<file path="src/rtl/tl45_bus_pkg.sv">
package tl45_bus_pkg;

    // bus geometry
    localparam int DATA_W = 32;
    localparam int ADDR_W = 30;
    localparam int SEL_W  = DATA_W / 8;

    // word address bits decoded by the on-chip memory
    localparam int MEM_AW = 14;

    // large regions of the word address space
    localparam int MAP_REGION_MSB = 29;
    localparam int MAP_REGION_LSB = 21;

    localparam logic [MAP_REGION_MSB-MAP_REGION_LSB:0] MEM_REGION = 9'h000;
    localparam logic [MAP_REGION_MSB-MAP_REGION_LSB:0] SYS_REGION = 9'h001;

    // single word device in region 2
    localparam logic [ADDR_W-1:0] SWLED_ADDR = 30'h0040_0001;

    // system device register file
    localparam logic [DATA_W-1:0] SYS_ID_VALUE = 32'h2019_1028;

    localparam int SYS_REG_AW = 4;

    localparam logic [SYS_REG_AW-1:0] SYS_REG_ID      = 4'h0;
    localparam logic [SYS_REG_AW-1:0] SYS_REG_SCRATCH = 4'h1;
    localparam logic [SYS_REG_AW-1:0] SYS_REG_BUSERR  = 4'h2;
    localparam logic [SYS_REG_AW-1:0] SYS_REG_POWER   = 4'h3;
    localparam logic [SYS_REG_AW-1:0] SYS_REG_INT     = 4'h4;

    // switch and led fields share one read word
    localparam int LED_W = 16;

endpackage
</file>
<file path="src/rtl/wb_pri_arbiter.sv">
`timescale 1ns/1ps

module wb_pri_arbiter
    import tl45_bus_pkg::*;
(
    input  logic              i_clk,
    input  logic              i_reset,

    // port a, the high priority requester
    input  logic              i_a_cyc,
    input  logic              i_a_stb,
    input  logic              i_a_we,
    input  logic [ADDR_W-1:0] i_a_addr,
    input  logic [DATA_W-1:0] i_a_data,
    input  logic [SEL_W-1:0]  i_a_sel,
    output logic              o_a_ack,
    output logic              o_a_stall,
    output logic              o_a_err,

    // port b
    input  logic              i_b_cyc,
    input  logic              i_b_stb,
    input  logic              i_b_we,
    input  logic [ADDR_W-1:0] i_b_addr,
    input  logic [DATA_W-1:0] i_b_data,
    input  logic [SEL_W-1:0]  i_b_sel,
    output logic              o_b_ack,
    output logic              o_b_stall,
    output logic              o_b_err,

    // shared downstream bus
    output logic              o_cyc,
    output logic              o_stb,
    output logic              o_we,
    output logic [ADDR_W-1:0] o_addr,
    output logic [DATA_W-1:0] o_data,
    output logic [SEL_W-1:0]  o_sel,
    input  logic              i_ack,
    input  logic              i_stall,
    input  logic              i_err
);

    // 0 means port a owns the bus
    logic owner_b;
    logic owner_cyc;

    assign owner_cyc = owner_b ? i_b_cyc : i_a_cyc;

    // ownership only moves once the current owner has left the bus
    always_ff @(posedge i_clk) begin
        if (i_reset) begin
            owner_b <= 1'b0;
        end else if (!owner_cyc) begin
            owner_b <= !i_a_cyc && i_b_cyc;
        end
    end

    assign o_cyc  = owner_cyc;
    assign o_stb  = owner_b ? (i_b_cyc && i_b_stb) : (i_a_cyc && i_a_stb);
    assign o_we   = owner_b ? i_b_we   : i_a_we;
    assign o_addr = owner_b ? i_b_addr : i_a_addr;
    assign o_data = owner_b ? i_b_data : i_a_data;
    assign o_sel  = owner_b ? i_b_sel  : i_a_sel;

    // responses reach the owner only, the other side waits under stall
    assign o_a_ack   = !owner_b && i_ack;
    assign o_a_err   = !owner_b && i_err;
    assign o_a_stall = owner_b || i_stall;

    assign o_b_ack   = owner_b && i_ack;
    assign o_b_err   = owner_b && i_err;
    assign o_b_stall = !owner_b || i_stall;

endmodule

</file>
<file path="config.mk">
export PLATFORM = sky130hd
export DESIGN_NAME = wb_pri_arbiter
export DESIGN_NICKNAME = d
export VERILOG_FILES = /design/src/rtl/tl45_bus_pkg.sv /design/src/rtl/wb_pri_arbiter.sv
export SDC_FILE = /design/constraint.sdc
export NUM_CORES = 1
export LEC_CHECK = 0
export BUFFER_PORTS_ARGS = -buffer_cell sky130_fd_sc_hd__buf_4
export CORE_AREA = 2 2 84 86
export DETAILED_ROUTE_END_ITERATION = 10
export DIE_AREA = 0 0 86 88
export PLACE_DENSITY = 0.65
export SYNTH_ARGS = -nofsm -noshare
export SYNTH_HDL_FRONTEND = slang
export SYNTH_SLANG_ARGS = --single-unit
</file>
<file path="constraint.sdc">
create_clock -name i_clk -period 2.2 [get_ports i_clk]
set_input_delay 0.33 -clock i_clk [delete_from_list [all_inputs] [get_ports i_clk]]
set_output_delay 0.33 -clock i_clk [all_outputs]
set_load 0.05 [all_outputs]
</file>
==> flow_summary.json <==
{
  "status": "finished clean",
  "postCtsResizedCells": 0,
  "clock.fmax_mhz": 624,
  "synth_ff_type": "dfxtp_1",
  "final_util": 0.390,
  "wire_per_inst_um": 12.4,
  "critPathLaunch": "owner_b$_SDFFE_PP0N_",
  "synth_common_cells": "mux2_2 (35), mux2_1 (32), buf_6 (4), buf_2 (3), nor2b_1 (3)",
  "nets": 441,
  "synthMostInstantiatedCell": "mux2_2",
  "fin_skew_ps": 0,
  "end_kind": "output port",
  "power_frac_comb": 0.976,
  "grt_first_pass_wirelength_um": 6470,
  "drv_cap": 0,
  "synth_simple_gate_area_share": 0.0563,
  "synth_edf_count": 0,
  "p_clk_frac": 0,
  "diodes": 0,
  "path_clk_slew_ps": 0,
  "hold_buffers": 0,
  "via_per_inst": 4.08,
  "netlist_top_cells_area": "mux2_2 (43%), mux2_1 (40%), buf_6 (4.9%)",
  "num_vias": 1534,
  "synth_fa_ha_area_frac": 0,
  "reg2reg_from": "owner_b$_SDFFE_PP0N_",
  "routed_wl_um": 4680,
  "clkLatencyLatePin_ps": 0,
  "p_int_mw": 0.380,
  "synthArstFlopShare": 0,
  "fin_area_um2": 2590,
  "syn_nets": 229,
  "largest_reg_flops": 1,
  "drcViolationCount": 0,
  "slew_headroom": 0.741,
  "hold_depth": 2,
  "die_w_um": 86,
  "grt_pass1_vias": 1407,
  "antenna_found_initial": 0,
  "fp.dieArea_um2": 7570,
  "drive_above_1_share": 0.861,
  "cp.required_ps": 1870,
  "p_seq_frac": 0.024,
  "drtIter0Drc": 25,
  "ios": 218,
  "max_stage_delay_ps": 390,
  "tns_ps": 0,
  "path_class": "register to output port",
  "synth_top_family_by_area": "multiplexers",
  "die_h_um": 88,
  "syn-instance-count": 86,
  "dp_hpwl_um": 4040,
  "port_buffers": 217,
  "place_area_um2": 2590,
  "pwr_density_cell_nw_per_um2": 332,
  "synth_area_um2": 911,
  "synth-compound-area-share": 0.0192,
  "ys_warn_count": 0,
  "ir_worst_vdd_uv": 174,
  "yosysSeqAreaShare": 0.0220,
  "slowest_stage": "mux2_2",
  "synthMuxAreaShare": 0.828,
  "critPathArrivalTime_ps": 1270,
  "top_layer": "met4",
  "drv_slew": 0,
  "cp.depth": 3,
  "met1_length_um": 1570,
  "synth_seq_cells": 1,
  "reg2regPathDepth": 3,
  "routabilityCongestion": 0.754,
  "yosys.area.top_type_share": 0.433,
  "path_max_fanout": 76,
  "critPathTopFamily": "buffers and inverters",
  "synth.distinct_cells": 13,
  "pre_cts_ws_ps": 611,
  "hold_class": "input port to register",
  "regMostFlops": "owner_b",
  "dr.pass1.iters": 4,
  "rsz0062_at_grt": "no",
  "p_switching_mw": 0.480,
  "final.min_clock_period_ps": 1600,
  "worst-path-buf-inv": 2,
  "worstMarginPinSlew_ps": 389,
  "yosysTopAreaCell": "mux2_2",
  "wl_met2_um": 2450,
  "grt.total_usage": 0.101,
  "post_synth.cell_area_avg_um2": 10.6,
  "final.setup.worst_slack_ps": 596,
  "coreArea_um2": 6640,
  "crit_path_start_kind": "register",
  "period_share": 0.729,
  "hold_violations": 0,
  "antenna_left": 0,
  "r2r_slack_ps": 1110,
  "synth-xor-area-share": 0,
  "area_growth_pct": 185,
  "postCtsSetupRepairBufs": 0,
  "top_regs": "owner_b x1",
  "grt_max_degree": 77,
  "grt.overflow.total": 0,
  "setup_viol": 0,
  "initial_utilization": 0.137,
  "crit_chain": "buf_12, mux2_2, buf_4",
  "p_sw_frac": 0.558,
  "p_leak_nw": 1.34,
  "holdCritStartpoint": "i_reset",
  "nFillCells": 663,
  "dr_wl_met3_um": 638,
  "rows": 30
}
## power by group through the flow
stage                     logic [mW]  clock network (mW)  registers (mW)
after global routing           0.876                   0          0.0203
after CTS                      0.846                   0          0.0203
after floorplan                0.500                   0          0.0201
after global placement         0.840                   0          0.0202
final                          0.840                   0          0.0203
after detailed placement       0.844                   0          0.0203
## per-stage QoR
step / hold slack, ps / total power, mW / instances
detailed placement: 505 / 0.864 / 376
global placement: 496 / 0.860 / 376
global route: 521 / 0.896 / 376
finish: 503 / 0.860 / 376
CTS: 506 / 0.867 / 376
floorplan: 406 / 0.520 / 86
## cell usage in the layout (no fill, tap or decap)
cell type and instances:
buf_4 217, mux2_2 35, mux2_1 32, nor2b_1 3, and2_1 2, a21o_1 1
or2_2 1, nand2b_1 1, a32o_1 1, nor3b_1 1, dfxtp_2 1, buf_12 1
## kinds of logic (layout without fill, tap and decap cells)
logic type,count (synthesis),count (layout)
buffers and inverters,8,218
multiplexers,67,67
AO/OA/AOI/OAI,2,2
AND/OR/NAND/NOR,8,8
flip-flops,1,1
## metal layers
metal,GRT usage,vias up
li1,-,742
met1,0.116,670
met2,0.201,120
met3,0.0198,2
met4,0.00289,0
met5,0,-
## final cells by class
type,count,area [um^2],share of cell area
multi-input combinational,77,823,0.317
timing repair buffer,218,1650,0.636
sequential,1,21.3,0.00820
tap,80,100,0.0386
## final timing paths
kind,end
max reg2reg,owner_b$_SDFFE_PP0N_
min reg2reg,owner_b$_SDFFE_PP0N_
max,o_addr[23]
min,owner_b$_SDFFE_PP0N_
(Power assumes the default switching activity.)
