### src/rtl/tl45_bus_pkg.sv
package tl45_bus_pkg;

    // bus geometry
    localparam int DATA_W = 32;
    localparam int ADDR_W = 30;
    localparam int SEL_W  = DATA_W / 8;

    // word address bits decoded by the on-chip memory
    localparam int MEM_AW = 14;

    // large regions of the word address space
    localparam int MAP_REGION_MSB = 29;
    localparam int MAP_REGION_LSB = 21;

    localparam logic [MAP_REGION_MSB-MAP_REGION_LSB:0] MEM_REGION = 9'h000;
    localparam logic [MAP_REGION_MSB-MAP_REGION_LSB:0] SYS_REGION = 9'h001;

    // single word device in region 2
    localparam logic [ADDR_W-1:0] SWLED_ADDR = 30'h0040_0001;

    // system device register file
    localparam logic [DATA_W-1:0] SYS_ID_VALUE = 32'h2019_1028;

    localparam int SYS_REG_AW = 4;

    localparam logic [SYS_REG_AW-1:0] SYS_REG_ID      = 4'h0;
    localparam logic [SYS_REG_AW-1:0] SYS_REG_SCRATCH = 4'h1;
    localparam logic [SYS_REG_AW-1:0] SYS_REG_BUSERR  = 4'h2;
    localparam logic [SYS_REG_AW-1:0] SYS_REG_POWER   = 4'h3;
    localparam logic [SYS_REG_AW-1:0] SYS_REG_INT     = 4'h4;

    // switch and led fields share one read word
    localparam int LED_W = 16;

endpackage
### src/rtl/bus_decoder.sv
`timescale 1ns/1ps

module bus_decoder
    import tl45_bus_pkg::*;
(
    input  logic              i_clk,
    input  logic              i_reset,

    input  logic              i_stb,
    input  logic [ADDR_W-1:0] i_addr,

    // per device strobes
    output logic              o_mem_stb,
    output logic              o_sys_stb,
    output logic              o_swled_stb,

    // device responses
    input  logic              i_mem_ack,
    input  logic [DATA_W-1:0] i_mem_data,
    input  logic              i_sys_ack,
    input  logic [DATA_W-1:0] i_sys_data,
    input  logic              i_swled_ack,
    input  logic [DATA_W-1:0] i_swled_data,

    // merged response toward the requesters
    output logic              o_ack,
    output logic              o_err,
    output logic              o_stall,
    output logic [DATA_W-1:0] o_data
);

    logic mem_sel;
    logic sys_sel;
    logic swled_sel;
    logic none_sel;

    logic mem_stall;
    logic sys_stall;
    logic swled_stall;

    // memory and system device each get a whole region
    assign mem_sel   = (i_addr[MAP_REGION_MSB:MAP_REGION_LSB] == MEM_REGION);
    assign sys_sel   = (i_addr[MAP_REGION_MSB:MAP_REGION_LSB] == SYS_REGION);
    assign swled_sel = (i_addr == SWLED_ADDR);
    assign none_sel  = !mem_sel && !sys_sel && !swled_sel;

    assign o_mem_stb   = i_stb && mem_sel;
    assign o_sys_stb   = i_stb && sys_sel;
    assign o_swled_stb = i_stb && swled_sel;

    // none of the on-chip devices hold off a request
    assign mem_stall   = 1'b0;
    assign sys_stall   = 1'b0;
    assign swled_stall = 1'b0;

    assign o_stall = (mem_sel && mem_stall)
                  || (sys_sel && sys_stall)
                  || (swled_sel && swled_stall);

    always_ff @(posedge i_clk) begin
        if (i_reset) begin
            o_err <= 1'b0;
            o_ack <= 1'b0;
        end else begin
            // unmapped strobe answers on the very next cycle
            o_err <= i_stb && none_sel;
            o_ack <= i_mem_ack || i_sys_ack || i_swled_ack;
        end
    end

    // read data of whichever device acked, zero when idle
    always_ff @(posedge i_clk) begin
        if (i_sys_ack) begin
            o_data <= i_sys_data;
        end else if (i_mem_ack) begin
            o_data <= i_mem_data;
        end else if (i_swled_ack) begin
            o_data <= i_swled_data;
        end else begin
            o_data <= '0;
        end
    end

endmodule

### config.mk
export PLATFORM = sky130hd
export DESIGN_NAME = bus_decoder
export DESIGN_NICKNAME = d
export VERILOG_FILES = /design/src/rtl/tl45_bus_pkg.sv /design/src/rtl/bus_decoder.sv
export SDC_FILE = /design/constraint.sdc
export NUM_CORES = 1
export LEC_CHECK = 0
export ABC_CLOCK_PERIOD_IN_PS = 2410
export BUFFER_PORTS_ARGS = -buffer_cell sky130_fd_sc_hd__buf_2
export CAP_MARGIN = 15
export CORE_ASPECT_RATIO = 1.4
export CORE_MARGIN = 5
export CORE_UTILIZATION = 32
export CTS_CLUSTER_SIZE = 10
export DETAILED_ROUTE_END_ITERATION = 10
export PLACE_DENSITY = 0.79
export SYNTH_ARGS = -nofsm -noshare
export SYNTH_HDL_FRONTEND = slang
export SYNTH_SLANG_ARGS = --single-unit
### constraint.sdc
create_clock -name i_clk -period 2.41 [get_ports i_clk]
set_clock_uncertainty 0.1 [all_clocks]
set_input_delay 0.482 -clock i_clk [delete_from_list [all_inputs] [get_ports i_clk]]
set_output_delay 0.482 -clock i_clk [all_outputs]
set_load 0.02 [all_outputs]
==> impl_summary.log <==
[metrics] startpoint of the tightest hold check path: i_reset
[metrics] Synth Area in Adders: 0
[metrics] destination of the worst hold path: o_ack$_SDFF_PP0_
[metrics] number of CTS-inserted buffers: 5
[metrics] number of diodes: 0
[metrics] top library cells by usage in the layout, fill and taps aside: 167 x sky130_fd_sc_hd__buf_2, 34 x sky130_fd_sc_hd__dfxtp_1, 33 x sky130_fd_sc_hd__nand2_1
[metrics] Min Clock Period, post-route: around 2.3 ns
[metrics] complex-gate fraction of the synthesized area: 0.289
[metrics] ordered cell list for the critical path: buf_2 -> or4_4 -> or2_4 -> nor4b_2 -> buf_2
[metrics] class of the most critical hold timing path: in2reg
[metrics] buffers from clock root to sink, at most: 2
[metrics] via count of the first global-routing pass: 1769
[metrics] most numerous cell on the critical path: sky130_fd_sc_hd__buf_2
[metrics] hold path cells: 2
[metrics] DRC marker count from the first detailed-route iteration: 92
[metrics] initial cell density of the core: 0.333
[metrics] Post-CTS Setup Repair Bufs: 0
[metrics] measured slew at the worst slew-check pin: between 0.5 and 0.6 ns
[metrics] Post-CTS Resized: 0
[metrics] CTS tree: built
[metrics] Routed WL per cell: around 13 µm
[metrics] clock-pin slew on the worst setup and hold paths: approximately 0.06 ns
[metrics] highest fanout seen on the critical path: 4
[metrics] top cell type's share of synthesized area: 0.483
[metrics] largest stage delay on the critical path: 0.52 ns
[metrics] commonest non-fill, non-tap cell in the layout: sky130_fd_sc_hd__buf_2
[metrics] per-instance average area after synthesis: 8.39 µm²
[metrics] period utilization: 0.974
[metrics] final wirelength: 4930 µm
[metrics] remaining antenna violation count after routing: 0
[metrics] unrepaired setup endpoints after global routing: no
[metrics] Final Hold Violating Endpoints: 0
[metrics] pwr dens: ~550 nW/µm²
[metrics] number of fill cells in the layout: 419
[metrics] total DRC errors in the routed layout: 0
[metrics] final number of setup-violating endpoints: 0
[metrics] gate count after technology mapping: around 170
[metrics] leakage: 1.25 nW
[metrics] drt pass-1 iters: 4
[metrics] Die W: 66.1 µm
[metrics] number of nets in the final layout: about 460
[metrics] number of library cell types mapped by synthesis: 23
[metrics] Arrival @ worst endpoint: ~1.8 ns
[metrics] total of max-cap violations: 0
[metrics] die area: 5850 µm²
[metrics] Area growth syn-to-layout: 70.5%
[metrics] CTS Sinks: 34
[metrics] largest area contributor in the synthesized netlist: sky130_fd_sc_hd__dfxtp_1
[metrics] share of synthesized cell area in and, or, nand and nor gates: 0.180
[metrics] register bit total from synthesis: 34
[metrics] worst rel slew slack: 0.599
[metrics] Setup Total Neg Slack: 0 ns
[metrics] Final GP Congestion: 0.892
[metrics] total vias in the final route: about 1800
[metrics] buffer type at the clock tree root: sky130_fd_sc_hd__clkbuf_8
[metrics] Pins Over Slew Limit: 0
[metrics] max frequency: 426 MHz
[metrics] type of the worst setup path: in2out
[metrics] standard cell with the maximum stage delay on the critical path: sky130_fd_sc_hd__or4_4
[metrics] type of origin of the critical path: primary input
[metrics] wire length of the first global-routing pass: 7220 µm
[metrics] synth warn: 0
[metrics] critical path capture point type: output port
[metrics] overall track demand over capacity in global routing: 0.160
[metrics] global route overflow: 0
[metrics] Die Ht: ~89 µm
[metrics] Boundary Pins: 170
[metrics] synthesized cell area: roughly 1400 µm²
[metrics] run status: finished clean
[metrics] total power after layout: 1.33 mW
[metrics] placed wire-length estimate after detailed placement: 4060 µm
[metrics] Core Area: 4240 µm²
[metrics] sequential fraction of the synthesis area: 0.483
[metrics] share of layout cells above drive strength 1: 0.558
[metrics] Vias per Instance: ~4.6
[metrics] pin count of the biggest net entering global routing: 40
[metrics] xor/xnor share of the synthesized area: 0
[metrics] Net Count, Synth: 300
[metrics] number of antenna violations at the first check in global routing: 0
[metrics] required arrival time at the worst endpoint: 1.83 ns
[metrics] share of synthesized area spent on multiplexers: 0
[metrics] Max IR drop VDD: 0.000351 V
[metrics] floorplan row count: 28
[metrics] combinational family with the most area after synthesis: compound AO/OA/AOI/OAI gates
[metrics] hold bufs inserted after CTS: 0
[metrics] count of buffers from port buffering: roughly 170
[metrics] leading post-synthesis cells by cell area: sky130_fd_sc_hd__dfxtp_1 48%, sky130_fd_sc_hd__a22oi_1 17%, sky130_fd_sc_hd__nand2_1 8.8%
[metrics] tightest hold margin: roughly 0.29 ns
[metrics] H-tree lvl count: 2
critical path: cells and delay by family:
family                 cells  cell delay [ns]
buffers and inverters      2             0.30
AND/OR/NAND/NOR            3             0.99
metal layers:
layer / GRT usage / part of all wire
met5: 0 / 0
met2: 0.294 / 0.53
met1: 0.155 / 0.35
met4: 0.0721 / 0.014
met3: 0.0610 / 0.11
cells in the mapped netlist, drive strengths merged:
master	instances
or2	1
nor4b	3
nor2b	1
inv	1
or4	1
buf	2
nand4	1
a21oi	1
conb	1
dfxtp	34
or3	2
o21ai	32
nor2	2
nor3	2
and3b	1
o311a	1
clkbuf	13
a22oi	31
nor4	5
nand2	33
worst max-delay path by stage:
stage / start / end / slack [ns] / depth (start not counted)
2_1_floorplan: i_addr[27] / o_swled_stb / 0.05 / 3
3_3_place_gp: i_addr[27] / o_swled_stb / 0.02 / 5
3_5_place_dp: i_addr[27] / o_swled_stb / 0.008 / 5
4_1_cts: i_addr[27] / o_swled_stb / 0.003 / 5
5_1_grt: i_addr[27] / o_sys_stb / 0.02 / 5
6_report: i_addr[27] / o_sys_stb / 0.06 / 5
power by group:
group	total (mW)	internal (mW)	switching (mW)
logic	0.320	0.148	0.172
clock network	0.395	0.220	0.175
registers	0.619	0.610	0.00907
total	1.33	0.978	0.356
state kept, by name (all words and copies together) (netlist names):
name    cells
o_data     32
o_ack       1
o_err       1
cell families (layout without fill, tap and decap cells):
kind of cell	after synthesis	in the layout
AOI/OAI and AO/OA	65	65
and+or+nand+nor	52	52
DFF	34	34
other	1	1
buffers and inverters	16	178
cell type report:
| class | count | area (µm²) | area share |
|---|---|---|---|
| multi-input cells | 118 | 696 | 0.289 |
| clock buffers | 6 | 82.6 | 0.0344 |
| inverters | 1 | 3.75 | 0.00156 |
| flip-flops and latches | 34 | 681 | 0.283 |
| well taps | 60 | 75.1 | 0.0312 |
| repair buffers | 171 | 866 | 0.360 |
metrics by stage:
step                      worst slack (ns)  utilization  cell area (µm²)  cells
final                               0.0638        0.567             2400    390
after floorplan                     0.0513            -             1430    168
after CTS                          0.00309        0.564             2390    390
after global routing                0.0154        0.567             2400    390
after global placement              0.0216        0.545             2310    384
after detailed placement           0.00793        0.545             2310    384
Note: power is estimated with default switching activity, not from simulation.
