<file path="config.mk">
export PLATFORM = sky130hd
export DESIGN_NAME = sys_info_dev
export DESIGN_NICKNAME = d
export VERILOG_FILES = /design/src/rtl/tl45_bus_pkg.sv /design/src/rtl/sys_info_dev.sv
export SDC_FILE = /design/constraint.sdc
export NUM_CORES = 1
export LEC_CHECK = 0
export BUFFER_PORTS_ARGS = -buffer_cell sky130_fd_sc_hd__clkbuf_2
export CAP_MARGIN = 10
export CORE_UTILIZATION = 52
export CTS_BUF_LIST = sky130_fd_sc_hd__clkbuf_4
export DETAILED_ROUTE_END_ITERATION = 6
export HOLD_SLACK_MARGIN = 0.05
export PLACE_DENSITY = 0.82
export SYNTH_ARGS = -nofsm -noshare
export SYNTH_HDL_FRONTEND = slang
export SYNTH_SLANG_ARGS = --single-unit
</file>
<file path="constraint.sdc">
create_clock -name i_clk -period 4.6 [get_ports i_clk]
set_clock_uncertainty 0.2 [all_clocks]
set_input_delay 1.15 -clock i_clk [delete_from_list [all_inputs] [get_ports i_clk]]
set_output_delay 1.15 -clock i_clk [all_outputs]
set_load 0.05 [all_outputs]
</file>
<file path="src/rtl/tl45_bus_pkg.sv">
package tl45_bus_pkg;

    // bus geometry
    localparam int DATA_W = 32;
    localparam int ADDR_W = 30;
    localparam int SEL_W  = DATA_W / 8;

    // word address bits decoded by the on-chip memory
    localparam int MEM_AW = 14;

    // large regions of the word address space
    localparam int MAP_REGION_MSB = 29;
    localparam int MAP_REGION_LSB = 21;

    localparam logic [MAP_REGION_MSB-MAP_REGION_LSB:0] MEM_REGION = 9'h000;
    localparam logic [MAP_REGION_MSB-MAP_REGION_LSB:0] SYS_REGION = 9'h001;

    // single word device in region 2
    localparam logic [ADDR_W-1:0] SWLED_ADDR = 30'h0040_0001;

    // system device register file
    localparam logic [DATA_W-1:0] SYS_ID_VALUE = 32'h2019_1028;

    localparam int SYS_REG_AW = 4;

    localparam logic [SYS_REG_AW-1:0] SYS_REG_ID      = 4'h0;
    localparam logic [SYS_REG_AW-1:0] SYS_REG_SCRATCH = 4'h1;
    localparam logic [SYS_REG_AW-1:0] SYS_REG_BUSERR  = 4'h2;
    localparam logic [SYS_REG_AW-1:0] SYS_REG_POWER   = 4'h3;
    localparam logic [SYS_REG_AW-1:0] SYS_REG_INT     = 4'h4;

    // switch and led fields share one read word
    localparam int LED_W = 16;

endpackage
</file>
<file path="src/rtl/sys_info_dev.sv">
`timescale 1ns/1ps

module sys_info_dev
    import tl45_bus_pkg::*;
(
    input  logic                  i_clk,
    input  logic                  i_reset,
    input  logic                  i_stb,
    input  logic                  i_we,
    input  logic [SYS_REG_AW-1:0] i_addr,
    input  logic [DATA_W-1:0]     i_data,
    input  logic                  i_bus_err,
    input  logic [ADDR_W-1:0]     i_err_addr,
    output logic                  o_ack,
    output logic [DATA_W-1:0]     o_data,
    output logic                  o_interrupt
);

    logic [DATA_W-1:0] scratch;
    logic [DATA_W-1:0] power_count;
    logic [ADDR_W-1:0] issue_addr;
    logic [ADDR_W-1:0] buserr_addr;

    always_ff @(posedge i_clk) begin
        if (i_reset) begin
            o_ack       <= 1'b0;
            o_interrupt <= 1'b0;
        end else begin
            o_ack <= i_stb;
            if (i_stb && i_we && (i_addr == SYS_REG_INT)) begin
                o_interrupt <= i_data[0];
            end
        end
    end

    always_ff @(posedge i_clk) begin
        if (i_stb && i_we && (i_addr == SYS_REG_SCRATCH)) begin
            scratch <= i_data;
        end
    end

    // the error flag lags the strobe by a cycle, so keep the address one cycle too
    always_ff @(posedge i_clk) begin
        issue_addr <= i_err_addr;
        if (i_reset) begin
            buserr_addr <= '0;
        end else if (i_bus_err) begin
            buserr_addr <= issue_addr;
        end
    end

    // top bit sticks once reached, low bits keep running
    always_ff @(posedge i_clk) begin
        if (i_reset) begin
            power_count <= '0;
        end else if (!power_count[DATA_W-1]) begin
            power_count <= power_count + 1'b1;
        end else begin
            power_count[DATA_W-2:0] <= power_count[DATA_W-2:0] + 1'b1;
        end
    end

    always_ff @(posedge i_clk) begin
        if (i_stb) begin
            case (i_addr)
                SYS_REG_ID:      o_data <= SYS_ID_VALUE;
                SYS_REG_SCRATCH: o_data <= scratch;
                SYS_REG_BUSERR:  o_data <= {buserr_addr, 2'b00};
                SYS_REG_POWER:   o_data <= power_count;
                SYS_REG_INT:     o_data <= {{(DATA_W-1){1'b0}}, o_interrupt};
                default:         o_data <= '0;
            endcase
        end
    end

endmodule

</file>
==> out/qor.txt, run 1 <==
Yosys top cell by area -> edfxtp_1
DR vias -> 4166
Worst-Margin Slew -> 1.037 ns
largest net degree at the start of global routing -> 40
total number of H-tree levels -> 4
Startpoint Class -> input pin
Setup Buffers After CTS -> 0
Final Hold Viols -> 0
RD Place Congestion -> 0.8517
wl on met1 -> 5.166 mm
Psw -> 611.7 uW
worst skew pair latency -> 0.54 ns
EDFF count, synth -> 64
die width -> 108.9 um
yosys synthesis warning count -> 0
drt pass-1 iters -> 5
Hold Buf Count CTS -> 0
Comb pwr share -> 7.8%
met2 routed WL -> 5.928 mm
vias in the first global route -> 3956
Pins Over Slew Limit -> 0
maxcap violations -> 0
Die H -> 108.9 um
cell area power density -> 371.2 nW/um2
Max-slew headroom -> 30.84%
Net Count, Synth -> 562
met3 WL post-DR -> 747 um
Mapped Cells -> 490
RSZ-0062 raised after global routing -> false
CP Capture Type -> register
commonest non-fill, non-tap cell in the layout -> clkbuf_2
Final TNS setup -> 0 ns
Reg power frac -> 60.5%
outcome -> finished clean
Initial Util -> 54.14%
# setup viols final -> 0
min-delay src -> issue_addr[1]$_DFF_P_
Finished Layout Cells -> 736
Post-Syn Area -> 5946 um2
post-CTS sizing -> 0
CP Class -> input pin to register
clk root buf -> clkbuf_4
Antenna Nets Post-Route -> 0
internal power -> 1.912 mW
sw frac -> 24.24%
# nets final -> 655
Main synth FF type -> dfxtp_1
post-synthesis cell type count -> 38
dpl hpwl -> 8.328 mm
fraction of layout cells with a size suffix above 1 -> 28.36%
DRC Markers -> 0
top sig layer -> met4
All-Layer GR Usage -> 21.48%
clock buffer depth -> 2
clk sink count -> 158
Peak VDD IR -> 256.0 uV
Via density -> 5.660
Pleak -> 2.667 nW
sequential area share after synthesis -> 63.97%
Final period util -> 57.56%
floorplan core area -> 10980 um2
r2r startpoint -> power_count[3]$_SDFF_PP0_
drt total wl -> 12.04 mm
Fin Hold WS -> 0.2772 ns
worst-path maximum fanout -> 34
Synth async-reset ratio -> 0%
commonest non-fill, non-tap cells in the layout -> clkbuf_2, dfxtp_1, nor2_1
Reg clk slew, reported paths -> 0.12 ns
port bufs -> 104
placed cells -> 704
syn_area_per_cell -> 12.13 um2
#FFs+latches synth -> 158
Finished Core Util -> 61.89%
CP Data Arrival Time -> 2.65 ns
initial antenna violation count -> 0
Site Rows -> 38
Critical path origin -> i_stb
HP Class -> register to register
Diodes inserted -> 0
die area -> 11870 um2
first-pass GRT wire length -> 18.96 mm
Synth top area share -> 32.32%
largest cells by area after synthesis -> edfxtp_1, dfxtp_1, mux2i_1
Tmin final -> 2.648 ns
num ports -> 105
Area Growth Syn to Fin -> 14.33%
DRT iter0 DRCs -> 287
CTS Buf Count -> 17
clock network power share -> 31.7%
TritonCTS clock tree -> built
gr ovfl total -> 0
Max Clock Freq -> 377.7 MHz
routed length per placed instance -> 16.35 um
CP Data Required Time -> 4.60 ns
[layout make-up]
cell class / count / area, um2
multi-input combinational: 293 / 1978
fill: 834 / 4185
clock buffer: 20 / 150.1
timing repair buffer: 108 / 550.5
inverter: 5 / 18.77
clock inverter: 12 / 121.4
tap: 140 / 175.2
sequential: 158 / 3804
[state kept, by name, indices dropped and copies added, names as in the netlist]
| signal | flops |
|---|---|
| scratch | 32 |
| power_count | 32 |
| buserr_addr | 30 |
| issue_addr | 30 |
| o_interrupt | 1 |
| o_data | 32 |
| o_ack | 1 |
[critical path, stage by stage]
cell	delay (ns)
clkbuf_2	0.68
nand2_1	0.24
nor3_2	0.15
buf_4	0.40
[metrics by stage]
step	area (um2)	setup WS, ns	power, mW
2_1_floorplan	5946	0.1229	1.683
3_3_place_gp	6526	1.514	1.750
3_5_place_dp	6526	1.396	1.756
4_1_cts	6798	1.973	2.534
5_1_grt	6798	1.894	2.617
6_report	6798	1.952	2.523
[routing by layer]
metal / global-route usage (%) / up-vias
li1: - / 1983
met1: 26.68 / 2028
met2: 34.28 / 132
met3: 8.010 / 23
met4: 7.529 / 0
met5: 0 / -
[power groups by stage]
stage	clock, mW	sequential [mW]	combinational, mW
6_report	0.799	1.53	0.197
3_3_place_gp	0	1.56	0.192
5_1_grt	0.873	1.53	0.212
2_1_floorplan	0	1.60	0.0805
3_5_place_dp	0	1.56	0.197
4_1_cts	0.809	1.53	0.198
[Yosys cell counts, types with 2 or more instances]
cell type,n
nor3_1,2
a22oi_1,23
or2_2,3
nor2b_1,3
buf_2,3
or4_1,14
nor2_1,68
xnor2_1,4
and2_1,4
nand2b_1,2
and4_1,5
dfxtp_1,94
and3_1,2
or3_1,5
a21oi_1,26
nand4_1,12
mux2_2,23
buf_6,2
mux2i_1,40
buf_1,6
nand2_1,8
inv_1,5
clkbuf_1,22
nand3_1,8
o21ai_0,13
o31ai_1,13
edfxtp_1,64
xor2_1,6
[worst paths after layout]
kind,to,slack [ns],depth (start not counted)
hold / removal,buserr_addr[1]$_SDFFE_PP0P_,0.28,2
hold reg to reg,buserr_addr[1]$_SDFFE_PP0P_,0.28,2
setup reg to reg,power_count[27]$_SDFF_PP0_,2.05,4
setup / recovery,scratch[22]$_DFFE_PP_,1.95,4
[kinds of logic (layout without fill, tap and decap cells)]
| group | Yosys count | count (layout) | synth area share (%) |
|---|---|---|---|
| buffers and inverters | 39 | 145 | 2.841 |
| xor gates and xnor gates | 10 | 10 | 1.473 |
| muxes | 63 | 63 | 11.09 |
| AOI/OAI and AO/OA | 77 | 77 | 8.039 |
| adders and majority gates | 1 | 1 | 0.2104 |
| and+or+nand+nor | 142 | 142 | 12.37 |
| DFF | 158 | 158 | 63.97 |
Power figures use the tool's default switching activity.
==> inputs of run 2 (changes only) <==
- clock period: 4.6 -> 2.3 ns (I/O delays scaled with it)
==> run 2 against run 1 <==
  * The flow now finishes with violations (DRC)
  * Cell area rose by 12%
  * Critical path depth unchanged
  * Worst hold slack worse by 0.095 ns
  * Via count rose by 9.7%
  * Worst setup slack lost 1.8 ns
  * Global-route usage increased by 4.3 points
  * Register-to-register slack got worse by 1.9 ns
  * Die area did not move
  * Non-clock buffer count up 77
  * Power increased by 110%
==> out/qor.txt, run 2 (same netlist as run 1, synthesis figures left out) <==
CTS Buf Count -> 17 (unchanged)
die width -> 108.9 um (unchanged)
Final period util -> 95.40%
initial antenna violation count -> 0 (unchanged)
r2r startpoint -> power_count[10]$_SDFF_PP0_
r2r setup slk -> 0.11 ns (-1.94 ns)
# nets final -> 732 (+12%)
Slowest cell on crit path -> or4_4
Critical path origin -> power_count[10]$_SDFF_PP0_
RD Place Congestion -> 0.8673 (+1.8%)
Tmin final -> 2.194 ns
end of the worst register-to-register path -> power_count[25]$_SDFF_PP0_
dpl hpwl -> 8.752 mm (+5.1%)
Pleak -> 3.033 nW (+14%)
commonest non-fill, non-tap cells in the layout -> clkbuf_2, dfxtp_1, nor2_1
RSZ-0062 raised after global routing -> false
CP endpoint -> power_count[25]$_SDFF_PP0_
worst-path maximum fanout -> 14 (-59%)
clk sink count -> 158 (unchanged)
Startpoint Class -> register
Site Rows -> 38 (unchanged)
CP Capture Type -> register
port bufs -> 104 (unchanged)
clk root buf -> clkbuf_4
Via density -> 5.617 (-0.77%)
Final TNS setup -> 0 ns (unchanged)
Antenna Nets Post-Route -> 0 (unchanged)
first-pass GRT wire length -> 22.23 mm (+17%)
Die H -> 108.9 um (unchanged)
fraction of layout cells with a size suffix above 1 -> 27.93% (-0.42 points)
CP peak stage delay -> 0.62 ns (-0.06 ns)
# setup viols final -> 0 (unchanged)
floorplan core area -> 10980 um2 (unchanged)
placed cell area -> 6690 um2 (+2.5%)
Pins Over Slew Limit -> 0 (unchanged)
Worst-Margin Slew -> 0.5384 ns (-0.4991 ns)
CP Data Required Time -> 2.60 ns (-2.00 ns)
die area -> 11870 um2 (unchanged)
minimum setup slack after placement -> 0.07334 ns (-1.323 ns)
Final Hold Viols -> 0 (unchanged)
DRC Markers -> 1 (+1)
routed length per placed instance -> 17.68 um (+8.1%)
largest net degree at the start of global routing -> 34 (-15%)
vias in the first global route -> 4492 (+14%)
Area Growth Syn to Fin -> 28.60%
cell area after layout -> 7646 um2 (+12%)
commonest non-fill, non-tap cell in the layout -> clkbuf_2
TritonCTS clock tree -> built
DR vias -> 4572 (+9.7%)
failing checks -> DRC
All-Layer GR Usage -> 25.77% (+4.3 points)
num ports -> 105 (unchanged)
total number of H-tree levels -> 4 (unchanged)
DRT iter0 DRCs -> 296 (+3.1%)
Peak VDD IR -> 809.3 uV (+220%)
crit path cell chain -> nand4_1 > or4_4 > or4_1 > a21oi_1
setup slack after layout -> 0.1059 ns (-1.846 ns)
outcome -> finished, violations left
Max-slew headroom -> 64.11% (+33 points)
clock buffer depth -> 2 (unchanged)
CP Class -> register to register
cell area power density -> 709.4 nW/um2 (+91%)
gr ovfl total -> 0 (unchanged)
biggest registers after layout -> o_data (32), power_count (32), scratch (32)
Reg clk slew, reported paths -> 0.13 ns (about the same)
reg2reg path depth -> 4 (unchanged)
maxcap violations -> 0 (unchanged)
worst skew pair latency -> 0.56 ns (+0.02 ns)
Max Clock Freq -> 455.8 MHz
CP Data Arrival Time -> 2.50 ns (-0.15 ns)
drt total wl -> 14.40 mm (+20%)
HP Class -> input pin to register
Initial Util -> 54.14% (unchanged)
drt pass-1 iters -> 7 (+2)
run 2: cell count changes in the layout (fill, tap and decap cells not counted), sizes merged:
| cell | change |
|---|---|
| dlygate4sd3 | +62 |
| buf | +15 |
| clkinvlp | +3 |
| bufinv | +2 |
| clkbuf | -2 |
| clkinv | -2 |
| diode | +1 |
| inv | -1 |
run 2: per-layer routing:
metal	GRT usage, %	vias to the layer above	part of all wire [%]
li1	-	2145	-
met1	30.38	2171	39
met2	42.86	210	51
met3	7.531	46	7.2
met4	12.74	0	3.2
met5	0	-	0
run 2: through the flow:
step	utilization, %	cells	hold WS, ns	power (mW)
after global placement	60.91	719	0.2464	3.518
after CTS	69.58	813	0.1141	5.424
after global routing	69.59	813	0.1626	5.602
final	69.62	814	0.1823	5.424
after detailed placement	60.91	719	0.2563	3.530
after floorplan	-	490	0.2372	3.371
run 2: how the worst min path moves through the flow:
stage / startpoint / to / slack [ns] / depth (start not counted)
after CTS: i_addr[3] / o_data[0]$_DFFE_PP_ / 0.11 / 2
final: i_addr[3] / o_interrupt$_SDFFE_PP0P_ / 0.18 / 3
after detailed placement: issue_addr[1]$_DFF_P_ / buserr_addr[1]$_SDFFE_PP0P_ / 0.26 / 2
after global placement: issue_addr[12]$_DFF_P_ / buserr_addr[12]$_SDFFE_PP0P_ / 0.25 / 2
after global routing: i_addr[3] / o_data[0]$_DFFE_PP_ / 0.16 / 2
after floorplan: power_count[0]$_SDFF_PP0_ / power_count[0]$_SDFF_PP0_ / 0.24 / 1
run 2: critical path, delay by kind of cell, from the launching register on:
family / cells / cell delay [ns]
simple gates: 3 / 1.34
compound gates: 1 / 0.14
flops: 1 / 0.45
run 2: layout make-up:
class / count / area (um2)
fill: 731 / 3337
sequential: 158 / 3805
inverter: 5 / 18.77
timing repair buffer: 185 / 1321
multi-input combinational: 293 / 1996
antenna: 1 / 2.502
tap: 140 / 175.2
clock buffer: 18 / 135.1
clock inverter: 14 / 192.7
run 2: timing repair:
action,4_1_cts,5_1_grt
setup buffers,0,0
gates resized for setup,1,1
endpoints found under the hold margin,62,0
hold buffers,62,0
setup endpoints to repair,1,3
run 2: power by group:
part / total, mW / switching [mW] / internal (mW)
Clock: 1.86 / 0.991 / 0.872
Combinational: 0.507 / 0.290 / 0.217
Sequential: 3.06 / 0.0439 / 3.01
