File: config.mk
export PLATFORM = sky130hd
export DESIGN_NAME = switch_led_dev
export DESIGN_NICKNAME = d
export VERILOG_FILES = /design/src/rtl/tl45_bus_pkg.sv /design/src/rtl/switch_led_dev.sv
export SDC_FILE = /design/constraint.sdc
export NUM_CORES = 1
export LEC_CHECK = 0
export BUFFER_PORTS_ARGS = -buffer_cell sky130_fd_sc_hd__buf_4
export CAP_MARGIN = 25
export CORE_ASPECT_RATIO = 1.1
export CORE_MARGIN = 4
export CORE_UTILIZATION = 43
export CTS_BUF_LIST = sky130_fd_sc_hd__clkbuf_4
export DETAILED_ROUTE_END_ITERATION = 10
export PLACE_DENSITY_LB_ADDON = 0.12
export RECOVER_POWER = 50
export SETUP_SLACK_MARGIN = 0.4
export SLEW_MARGIN = 15
export SYNTH_ARGS = -nofsm -noshare
export SYNTH_HDL_FRONTEND = slang
export SYNTH_SLANG_ARGS = --single-unit
export TNS_END_PERCENT = 100
File: constraint.sdc
create_clock -name i_clk -period 1.1 [get_ports i_clk]
set_clock_uncertainty 0.15 [all_clocks]
set_input_delay 0.055 -clock i_clk [delete_from_list [all_inputs] [get_ports i_clk]]
set_output_delay 0.055 -clock i_clk [all_outputs]
set_load 0.01 [all_outputs]
File: src/rtl/tl45_bus_pkg.sv
package tl45_bus_pkg;

    // bus geometry
    localparam int DATA_W = 32;
    localparam int ADDR_W = 30;
    localparam int SEL_W  = DATA_W / 8;

    // word address bits decoded by the on-chip memory
    localparam int MEM_AW = 14;

    // large regions of the word address space
    localparam int MAP_REGION_MSB = 29;
    localparam int MAP_REGION_LSB = 21;

    localparam logic [MAP_REGION_MSB-MAP_REGION_LSB:0] MEM_REGION = 9'h000;
    localparam logic [MAP_REGION_MSB-MAP_REGION_LSB:0] SYS_REGION = 9'h001;

    // single word device in region 2
    localparam logic [ADDR_W-1:0] SWLED_ADDR = 30'h0040_0001;

    // system device register file
    localparam logic [DATA_W-1:0] SYS_ID_VALUE = 32'h2019_1028;

    localparam int SYS_REG_AW = 4;

    localparam logic [SYS_REG_AW-1:0] SYS_REG_ID      = 4'h0;
    localparam logic [SYS_REG_AW-1:0] SYS_REG_SCRATCH = 4'h1;
    localparam logic [SYS_REG_AW-1:0] SYS_REG_BUSERR  = 4'h2;
    localparam logic [SYS_REG_AW-1:0] SYS_REG_POWER   = 4'h3;
    localparam logic [SYS_REG_AW-1:0] SYS_REG_INT     = 4'h4;

    // switch and led fields share one read word
    localparam int LED_W = 16;

endpackage
File: src/rtl/switch_led_dev.sv
`timescale 1ns/1ps

module switch_led_dev
    import tl45_bus_pkg::*;
(
    input  logic                 i_clk,
    input  logic                 i_reset,
    input  logic                 i_stb,
    input  logic                 i_we,
    input  logic [LED_W-1:0]     i_data,
    input  logic [LED_W/8-1:0]   i_sel,
    input  logic [LED_W-1:0]     i_switches,
    output logic [LED_W-1:0]     o_leds,
    output logic                 o_ack,
    output logic [DATA_W-1:0]    o_data
);

    always_ff @(posedge i_clk) begin
        if (i_reset) begin
            o_ack  <= 1'b0;
            o_leds <= '0;
        end else begin
            o_ack <= i_stb;
            // leds only change on a full halfword write
            if (i_stb && i_we && (&i_sel)) begin
                o_leds <= i_data;
            end
        end
    end

    // leds in the upper half, switches below
    always_ff @(posedge i_clk) begin
        if (i_stb) begin
            o_data <= {o_leds, i_switches};
        end
    end

endmodule

==> implementation parameters, run 1 <==
Parameter                              Value

Synthesis
  Post-synthesis cell area ... 1719 sq um
  Number of synthesized register bits ... 49
  Number of distinct standard cells referenced by the synthesized netlist ... 9
  Sequential share of the synthesized area ... 0.7569
  Average instance area after synthesis ... 16.53 sq um
  Yosys warnings ... 0
  Gate Count Post-Synth ... approximately 100
  Synthesized netlist net count ... 142

Detailed routing
  Final WL ... roughly 4500 microns
  Number of DRC markers in iteration 0 ... 43
  Number of remaining DRC errors ... 0
  1st-pass router iterations ... 4
  Post-route antenna net violation count ... 0
  Via count ... 1,282
  Vias/cell ... 4.546
  Average detailed-routed wire length per instance ... 16.12 microns

Worst setup path
  R2R depth ... 4
  Register-to-register setup slack ... 0.13 ns
  Data required, critical path ... 0.89 ns
  Largest stage delay, worst path ... 0.43 ns
  Destination of the worst register-to-register timing path ... o_leds[13]$_SDFFE_PP0P_
  Crit-path slowest cell ... sky130_fd_sc_hd__edfxtp_1
  Top fanout value on the critical path ... 1
  Data arrival time of the worst path ... approximately 0.94 ns
  Crit. Startpoint ... o_data[4]$_DFFE_PP_
  Family with the most delay on the worst path ... flip-flops
  Category of the worst setup path launch point ... flip-flop
  Endpoint of the most critical setup path ... o_data[4]
  Worst setup path category ... flip-flop to primary output
  List of cells traversed by the critical path ... buf_6
  Setup crit end kind ... primary output
  Critical path buffers and inverters ... 1
  Startpoint of the lowest-slack register-to-register path ... o_leds[13]$_SDFFE_PP0P_
  Count of cell instances traversed by the critical path ... 1

STA
  Unrepaired setup endpoints after global routing ... true
  Actual transition at the worst max-transition pin ... 0.7217 ns
  Final worst setup slack ... -0.04045 ns
  Worst slew margin ... 0.5188
  Post-layout min period ... 1.140 ns
  Final Cycle Share ... 1.037
  Worst hold slack ... -0.2057 ns
  Final hold vios ... 17
  Fmax ... 876.8 MHz
  Final setup vio count ... 21
  Max-slew violations ... 0

Power and ir drop
  Power Dens Cells ... 1165 nW/um^2
  Pwr Total ... around 3.6 mW
  Peak supply drop ... around 900 uV
  Leakage power total ... 1.324 nW

Placed design
  Weighted congestion reported at the end of routability-driven placement ... 0.6647
  Half-perimeter wire length after detailed placement ... between 2000 and 3000 microns
  Port Buf Inserts ... 86

CTS
  H-tree lvl count ... 2
  TritonCTS clock tree ... built
  Number of sinks driven by the clock tree ... 49
  Later-pin clock latency in the skew report ... 0.35 ns
  Inserted Clock Buffers ... 5
  Library cell used as clock root buffer ... sky130_fd_sc_hd__clkbuf_4
  Clock-pin slew reported for the worst setup and hold paths after clock tree synthesis ... 0.14 ns
  Maximum count of clock buffers along a single path ... 2

Global route
  Initial antenna violation count ... 0
  Number of global-route vias before repair ... 1,274
  Wire length of the first global-routing pass ... 5996 microns
  Maximum number of pins on one net before global-route repair ... 34
  Leftover overflow at the end of global routing ... 0
  Global router's overall resource usage ... 0.1654

Cells and area
  Share of the core filled with cells ... 0.8371
  # nets final ... 269
  Layout overhead on the synthesized area ... 82.17%
  Antenna diode count ... 0
  Share of final-layout standard cells stronger than drive strength 1 ... 0.5991

Worst hold path
  Classification of the worst-slack hold path ... input port to flip-flop

Status
  Result of the run ... complete, but fails checks
  Failing checks ... hold timing, setup timing

Floorplan
  Core Box Area ... 3741 sq um
  Row cnt ... 23
  Initial core utilization ... 0.4595
  Die height ... 74.32 microns
  Count of pins on the block boundary ... 87
  Width of the die ... 68.29 microns
  Die Area ... 5075 sq um

Run
  Max-cap violations ... 0
==> sequential cells by signal, indices dropped and copies added, names as in the netlist <==
name    flops
o_ack       1
o_data     32
o_leds     16
==> repair_timing <==
item	CTS	global route
endpoints found under the hold margin	45	41
gates cloned	0	0
buffers inserted	11	9
endpoints found under the setup margin	81	81
gates resized for setup	60	26
==> routing by layer <==
metal / track usage / share of wire / up-vias
met5: 0 / 0 / -
met4: 0.07726 / 0.0077 / 0
met3: 0.05438 / 0.067 / 4
met2: 0.3030 / 0.56 / 53
met1: 0.1662 / 0.36 / 605
li1: - / - / 620
==> cells in the mapped netlist <==
cell                        n  share of area
sky130_fd_sc_hd__clkbuf_1   3         0.0065
sky130_fd_sc_hd__mux2i_1   16          0.093
sky130_fd_sc_hd__edfxtp_1  32           0.56
sky130_fd_sc_hd__buf_12     1          0.012
sky130_fd_sc_hd__dfxtp_1   17           0.20
sky130_fd_sc_hd__nor2b_1    1         0.0036
sky130_fd_sc_hd__nand2b_1  32           0.12
sky130_fd_sc_hd__and4_1     1         0.0051
sky130_fd_sc_hd__buf_6      1         0.0065
==> power breakdown <==
group | internal [mW] | switching [mW] | total [mW]
sequential | 2.06 | 0.0500 | 2.11
clock | 0.471 | 0.548 | 1.02
combinational | 0.344 | 0.180 | 0.524
total | 2.87 | 0.777 | 3.65
==> tightest hold or removal path, cell delays in order <==
cell	delay [ns]
sky130_fd_sc_hd__buf_4	0.11
sky130_fd_sc_hd__nand2b_1	0.06
sky130_fd_sc_hd__mux2i_1	0.06
==> stage by stage <==
| step | setup TNS, ns | std cells | hold slack (ns) | cell area [sq um] | setup slack (ns) |
|---|---|---|---|---|---|
| floorplan | 0 | 104 | 0.003869 | 1727 | 0.2024 |
| global route | -2.193 | 282 | -0.2270 | 3132 | -0.09990 |
| CTS | -0.4556 | 257 | -0.3011 | 2794 | -0.03898 |
| global placement | 0 | 238 | 0.08338 | 2427 | 0.1472 |
| finish | -0.3385 | 282 | -0.2057 | 3132 | -0.04045 |
| detailed placement | 0 | 238 | 0.08488 | 2427 | 0.09124 |
==> cell usage in the layout (no fill, tap or decap), drive strengths merged <==
cell type / instances
buf: 92
edfxtp: 32
nand2b: 32
clkbuf: 22
dfxtp: 17
mux2i: 16
dlygate4sd3: 16
and4: 1
nor2b: 1
clkinvlp: 1
bufinv: 1
clkinv: 1
==> cell type report <==
cell class | count | area (sq um)
fillers | 198 | 609.3
clock buffers | 5 | 37.54
well taps | 50 | 62.56
clock inverters | 3 | 41.29
repair buffers | 125 | 1232
multi-input cells | 50 | 435.4
flip-flops and latches | 49 | 1323
==> cells by family (layout without fill, tap and decap cells) <==
logic type / after synthesis / after routing / share of synthesized area
and+or+nand+nor: 34 / 34 / 0.1252
DFF: 49 / 49 / 0.7569
muxes: 16 / 16 / 0.09316
buffers and inverters: 5 / 133 / 0.02474
==> worst min path at each step <==
stage	cells past startpoint	slack (ns)	startpoint	to
2_1_floorplan	0	0.004	i_switches[0]	o_data[0]$_DFFE_PP_
3_3_place_gp	1	0.08	i_switches[9]	o_data[9]$_DFFE_PP_
3_5_place_dp	1	0.08	i_switches[14]	o_data[14]$_DFFE_PP_
4_1_cts	1	-0.30	i_switches[12]	o_data[12]$_DFFE_PP_
5_1_grt	3	-0.23	i_data[5]	o_leds[5]$_SDFFE_PP0P_
6_report	3	-0.21	i_data[10]	o_leds[10]$_SDFFE_PP0P_
Power figures use the tool's default switching activity.
==> inputs of run 2 (changes only) <==
--- a/config.mk
+++ b/config.mk
@@ -8,7 +8,6 @@
 export BUFFER_PORTS_ARGS = -buffer_cell sky130_fd_sc_hd__buf_4
 export CAP_MARGIN = 25
 export CORE_ASPECT_RATIO = 1.1
-export CORE_MARGIN = 4
 export CORE_UTILIZATION = 43
 export CTS_BUF_LIST = sky130_fd_sc_hd__clkbuf_4
 export DETAILED_ROUTE_END_ITERATION = 10
==> run 2 against run 1 <==
Flip-flop and latch count unchanged. Global-route usage increased by 0.14 points. Non-clock buffer count is 14 lower. Via count decreased by 5.5%. Worst hold slack worse by 0.047 ns. Maximum frequency rose by 1.5%. The flow still finishes with violations (hold timing, setup timing). Register-to-register slack about the same. Worst setup slack gained 0.017 ns. Count of clock-buffer cells in the layout rose by 1. Clock power barely moved. Die area shrank 16%.
==> implementation parameters, run 2 (synthesis results as in run 1) <==
Parameter                              Value

Worst setup path
  Setup crit end kind ... primary output
  Destination of the worst register-to-register timing path ... o_leds[15]$_SDFFE_PP0P_
  Worst setup path category ... flip-flop to primary output
  Data required, critical path ... 0.89 ns (about the same)
  Data arrival time of the worst path ... 0.92 ns (-0.02 ns)
  R2R depth ... 4 (unchanged)
  Startpoint of the lowest-slack register-to-register path ... o_leds[15]$_SDFFE_PP0P_
  Crit-path slowest cell ... sky130_fd_sc_hd__edfxtp_1
  Critical path buffers and inverters ... 1 (unchanged)
  Register-to-register setup slack ... 0.12 ns (about the same)
  Largest stage delay, worst path ... 0.43 ns (about the same)
  List of cells traversed by the critical path ... buf_6
  Family with the most delay on the worst path ... flip-flops
  Category of the worst setup path launch point ... flip-flop
  Top fanout value on the critical path ... 1 (unchanged)

Placed design
  Post-placement cell area ... 2427 sq um (unchanged)
  Weighted congestion reported at the end of routability-driven placement ... 0.6790 (+2.2%)
  Port Buf Inserts ... 86 (unchanged)
  Half-perimeter wire length after detailed placement ... 2281 microns (-11%)

Floorplan
  Die Area ... 4255 sq um (-16%)
  Width of the die ... 62.29 microns (-8.8%)
  Die height ... 68.32 microns (-8.1%)
  Core Box Area ... 3741 sq um (unchanged)
  Row cnt ... 23 (unchanged)
  Initial core utilization ... 0.4595 (unchanged)
  Count of pins on the block boundary ... 87 (unchanged)

CTS
  TritonCTS clock tree ... built
  Clock-pin slew reported for the worst setup and hold paths after clock tree synthesis ... 0.13 ns (about the same)
  Library cell used as clock root buffer ... sky130_fd_sc_hd__clkbuf_4
  Number of sinks driven by the clock tree ... 49 (unchanged)
  Later-pin clock latency in the skew report ... 0.35 ns (about the same)
  Maximum count of clock buffers along a single path ... 2 (unchanged)
  H-tree lvl count ... 2 (unchanged)
  Inserted Clock Buffers ... 5 (unchanged)

Worst hold path
  Worst hold stages ... 1 (-2)
  Classification of the worst-slack hold path ... input port to flip-flop
  Worst hold endpoint ... o_data[6]$_DFFE_PP_
  Start point of the worst min-delay path ... i_switches[6]

Cells and area
  Flip-flop count of the largest register after layout ... 32 (unchanged)
  # nets final ... 255 (-5.2%)
  Top library cells by usage in the layout, fill and taps aside ... sky130_fd_sc_hd__buf_6 (68), sky130_fd_sc_hd__edfxtp_1 (32), sky130_fd_sc_hd__nand2b_1 (26)
  Number of fillers in the final layout ... 214 (+8.1%)
  Post-route cell area ... 2975 sq um (-5.0%)
  Most common cell after layout, fill and taps aside ... sky130_fd_sc_hd__buf_6
  Antenna diode count ... 0 (unchanged)
  Most flops, register ... o_data
  Layout overhead on the synthesized area ... 73.07%
  Sequential cell area ... 1323 sq um (unchanged)
  Share of final-layout standard cells stronger than drive strength 1 ... 0.6376 (+0.03848)
  Area of combinational cells with multiple inputs ... 420.4 sq um (-3.4%)
  Leading registers by flop count ... o_data x32, o_leds x16, o_ack x1

Global route
  Number of global-route vias before repair ... 1,109 (-13%)
  Leftover overflow at the end of global routing ... 0 (unchanged)
  Initial antenna violation count ... 0 (unchanged)
  Global router's overall resource usage ... 0.1668 (+0.001392)
  Maximum number of pins on one net before global-route repair ... 34 (unchanged)
  Wire length of the first global-routing pass ... 5161 microns (-14%)

Detailed routing
  Average detailed-routed wire length per instance ... 13.59 microns (-16%)
  Number of remaining DRC errors ... 0 (unchanged)
  Via count ... 1,211 (-5.5%)
  Post-route antenna net violation count ... 0 (unchanged)
  1st-pass router iterations ... 4 (unchanged)
  Vias/cell ... 4.519 (-0.60%)
  Final WL ... 3643 microns (-20%)
  Number of DRC markers in iteration 0 ... 36 (-16%)

Power and ir drop
  Leakage power total ... 1.261 nW (-4.7%)
  Power Dens Cells ... 1208 nW/um^2 (+3.7%)
  Peak supply drop ... 722.6 uV (-20%)

STA
  Final hold vios ... 33 (+16)
  Worst hold slack ... -0.2531 ns (-0.04743 ns)
  Post-layout min period ... 1.123 ns (-0.01725 ns)
  Final Cycle Share ... 1.021 (-0.01568)
  Fin Setup TNS ... -0.04262 ns (+0.2959 ns)
  Final worst setup slack ... -0.02320 ns (+0.01725 ns)
  Actual transition at the worst max-transition pin ... 0.8398 ns (+0.1181 ns)
  Final setup vio count ... 4 (-81%)
  Max-slew violations ... 0 (unchanged)
  Fmax ... 890.3 MHz (+1.5%)
  Unrepaired setup endpoints after global routing ... true
  Worst slew margin ... 0.4401 (-0.07872)

Status
  Result of the run ... complete, but fails checks
  Failing checks ... hold timing, setup timing

Run
  Max-cap violations ... 0 (unchanged)
-- run 2: changes by cell type in the layout (fill, tap and decap cells not counted) --
cell	delta
sky130_fd_sc_hd__buf_6	+1
sky130_fd_sc_hd__nand2b_1	+2
sky130_fd_sc_hd__clkbuf_4	+3
sky130_fd_sc_hd__dlygate4sd3_1	-16
sky130_fd_sc_hd__buf_4	-1
sky130_fd_sc_hd__clkinvlp_4	-1
sky130_fd_sc_hd__nand2b_4	-2
-- run 2: what timing repair did --
action | in CTS | in global routing
hold endpoints to repair | 33 | 33
setup endpoints to repair | 81 | 81
buffers inserted | 14 | 8
gates resized for setup | 66 | 19
-- run 2: where the power goes --
| group | leakage (nW) | internal, mW | switching, mW |
|---|---|---|---|
| Combinational | 0.750 | 0.304 | 0.163 |
| Sequential | 0.468 | 2.06 | 0.0430 |
| Clock | 0.0433 | 0.498 | 0.531 |
-- run 2: per-stage QoR --
stage               instances  utilization  total power [mW]  hold slack [ns]  setup WS [ns]
floorplan                 104            -             2.238         0.003869         0.2024
global placement          238       0.6488             2.493          0.08332         0.1498
detailed placement        238       0.6488             2.505          0.08487         0.1011
CTS                       260       0.7579             3.585          -0.2928       -0.04149
global route              268       0.7953             3.730          -0.2857       -0.07325
finish                    268       0.7953             3.595          -0.2531       -0.02320
-- run 2: worst max path at each step --
stage                     slack [ns]                 endpoint  cells past startpoint            startpoint
final                          -0.02               o_data[19]                      1  o_data[19]$_DFFE_PP_
after global routing           -0.07               o_data[19]                      1  o_data[19]$_DFFE_PP_
after CTS                      -0.04               o_data[19]                      1  o_data[19]$_DFFE_PP_
after detailed placement        0.10   o_leds[7]$_SDFFE_PP0P_                      4                 i_stb
after global placement          0.15  o_leds[13]$_SDFFE_PP0P_                      4                 i_stb
after floorplan                 0.20  o_leds[10]$_SDFFE_PP0P_                      4              i_sel[0]
-- run 2: layout make-up --
cell class / count / share of cell area
well taps: 50 / 0.02103
flip-flops and latches: 49 / 0.4445
repair buffers: 111 / 0.3667
clock buffers: 6 / 0.01514
multi-input cells: 50 / 0.1413
clock inverters: 2 / 0.01135
-- run 2: layer usage --
layer,wire length (microns),part of all wire,track usage
met4,51,0.014,0.06977
met3,258,0.071,0.06500
met1,1321,0.36,0.1659
met5,0,0,0
met2,2012,0.55,0.3159
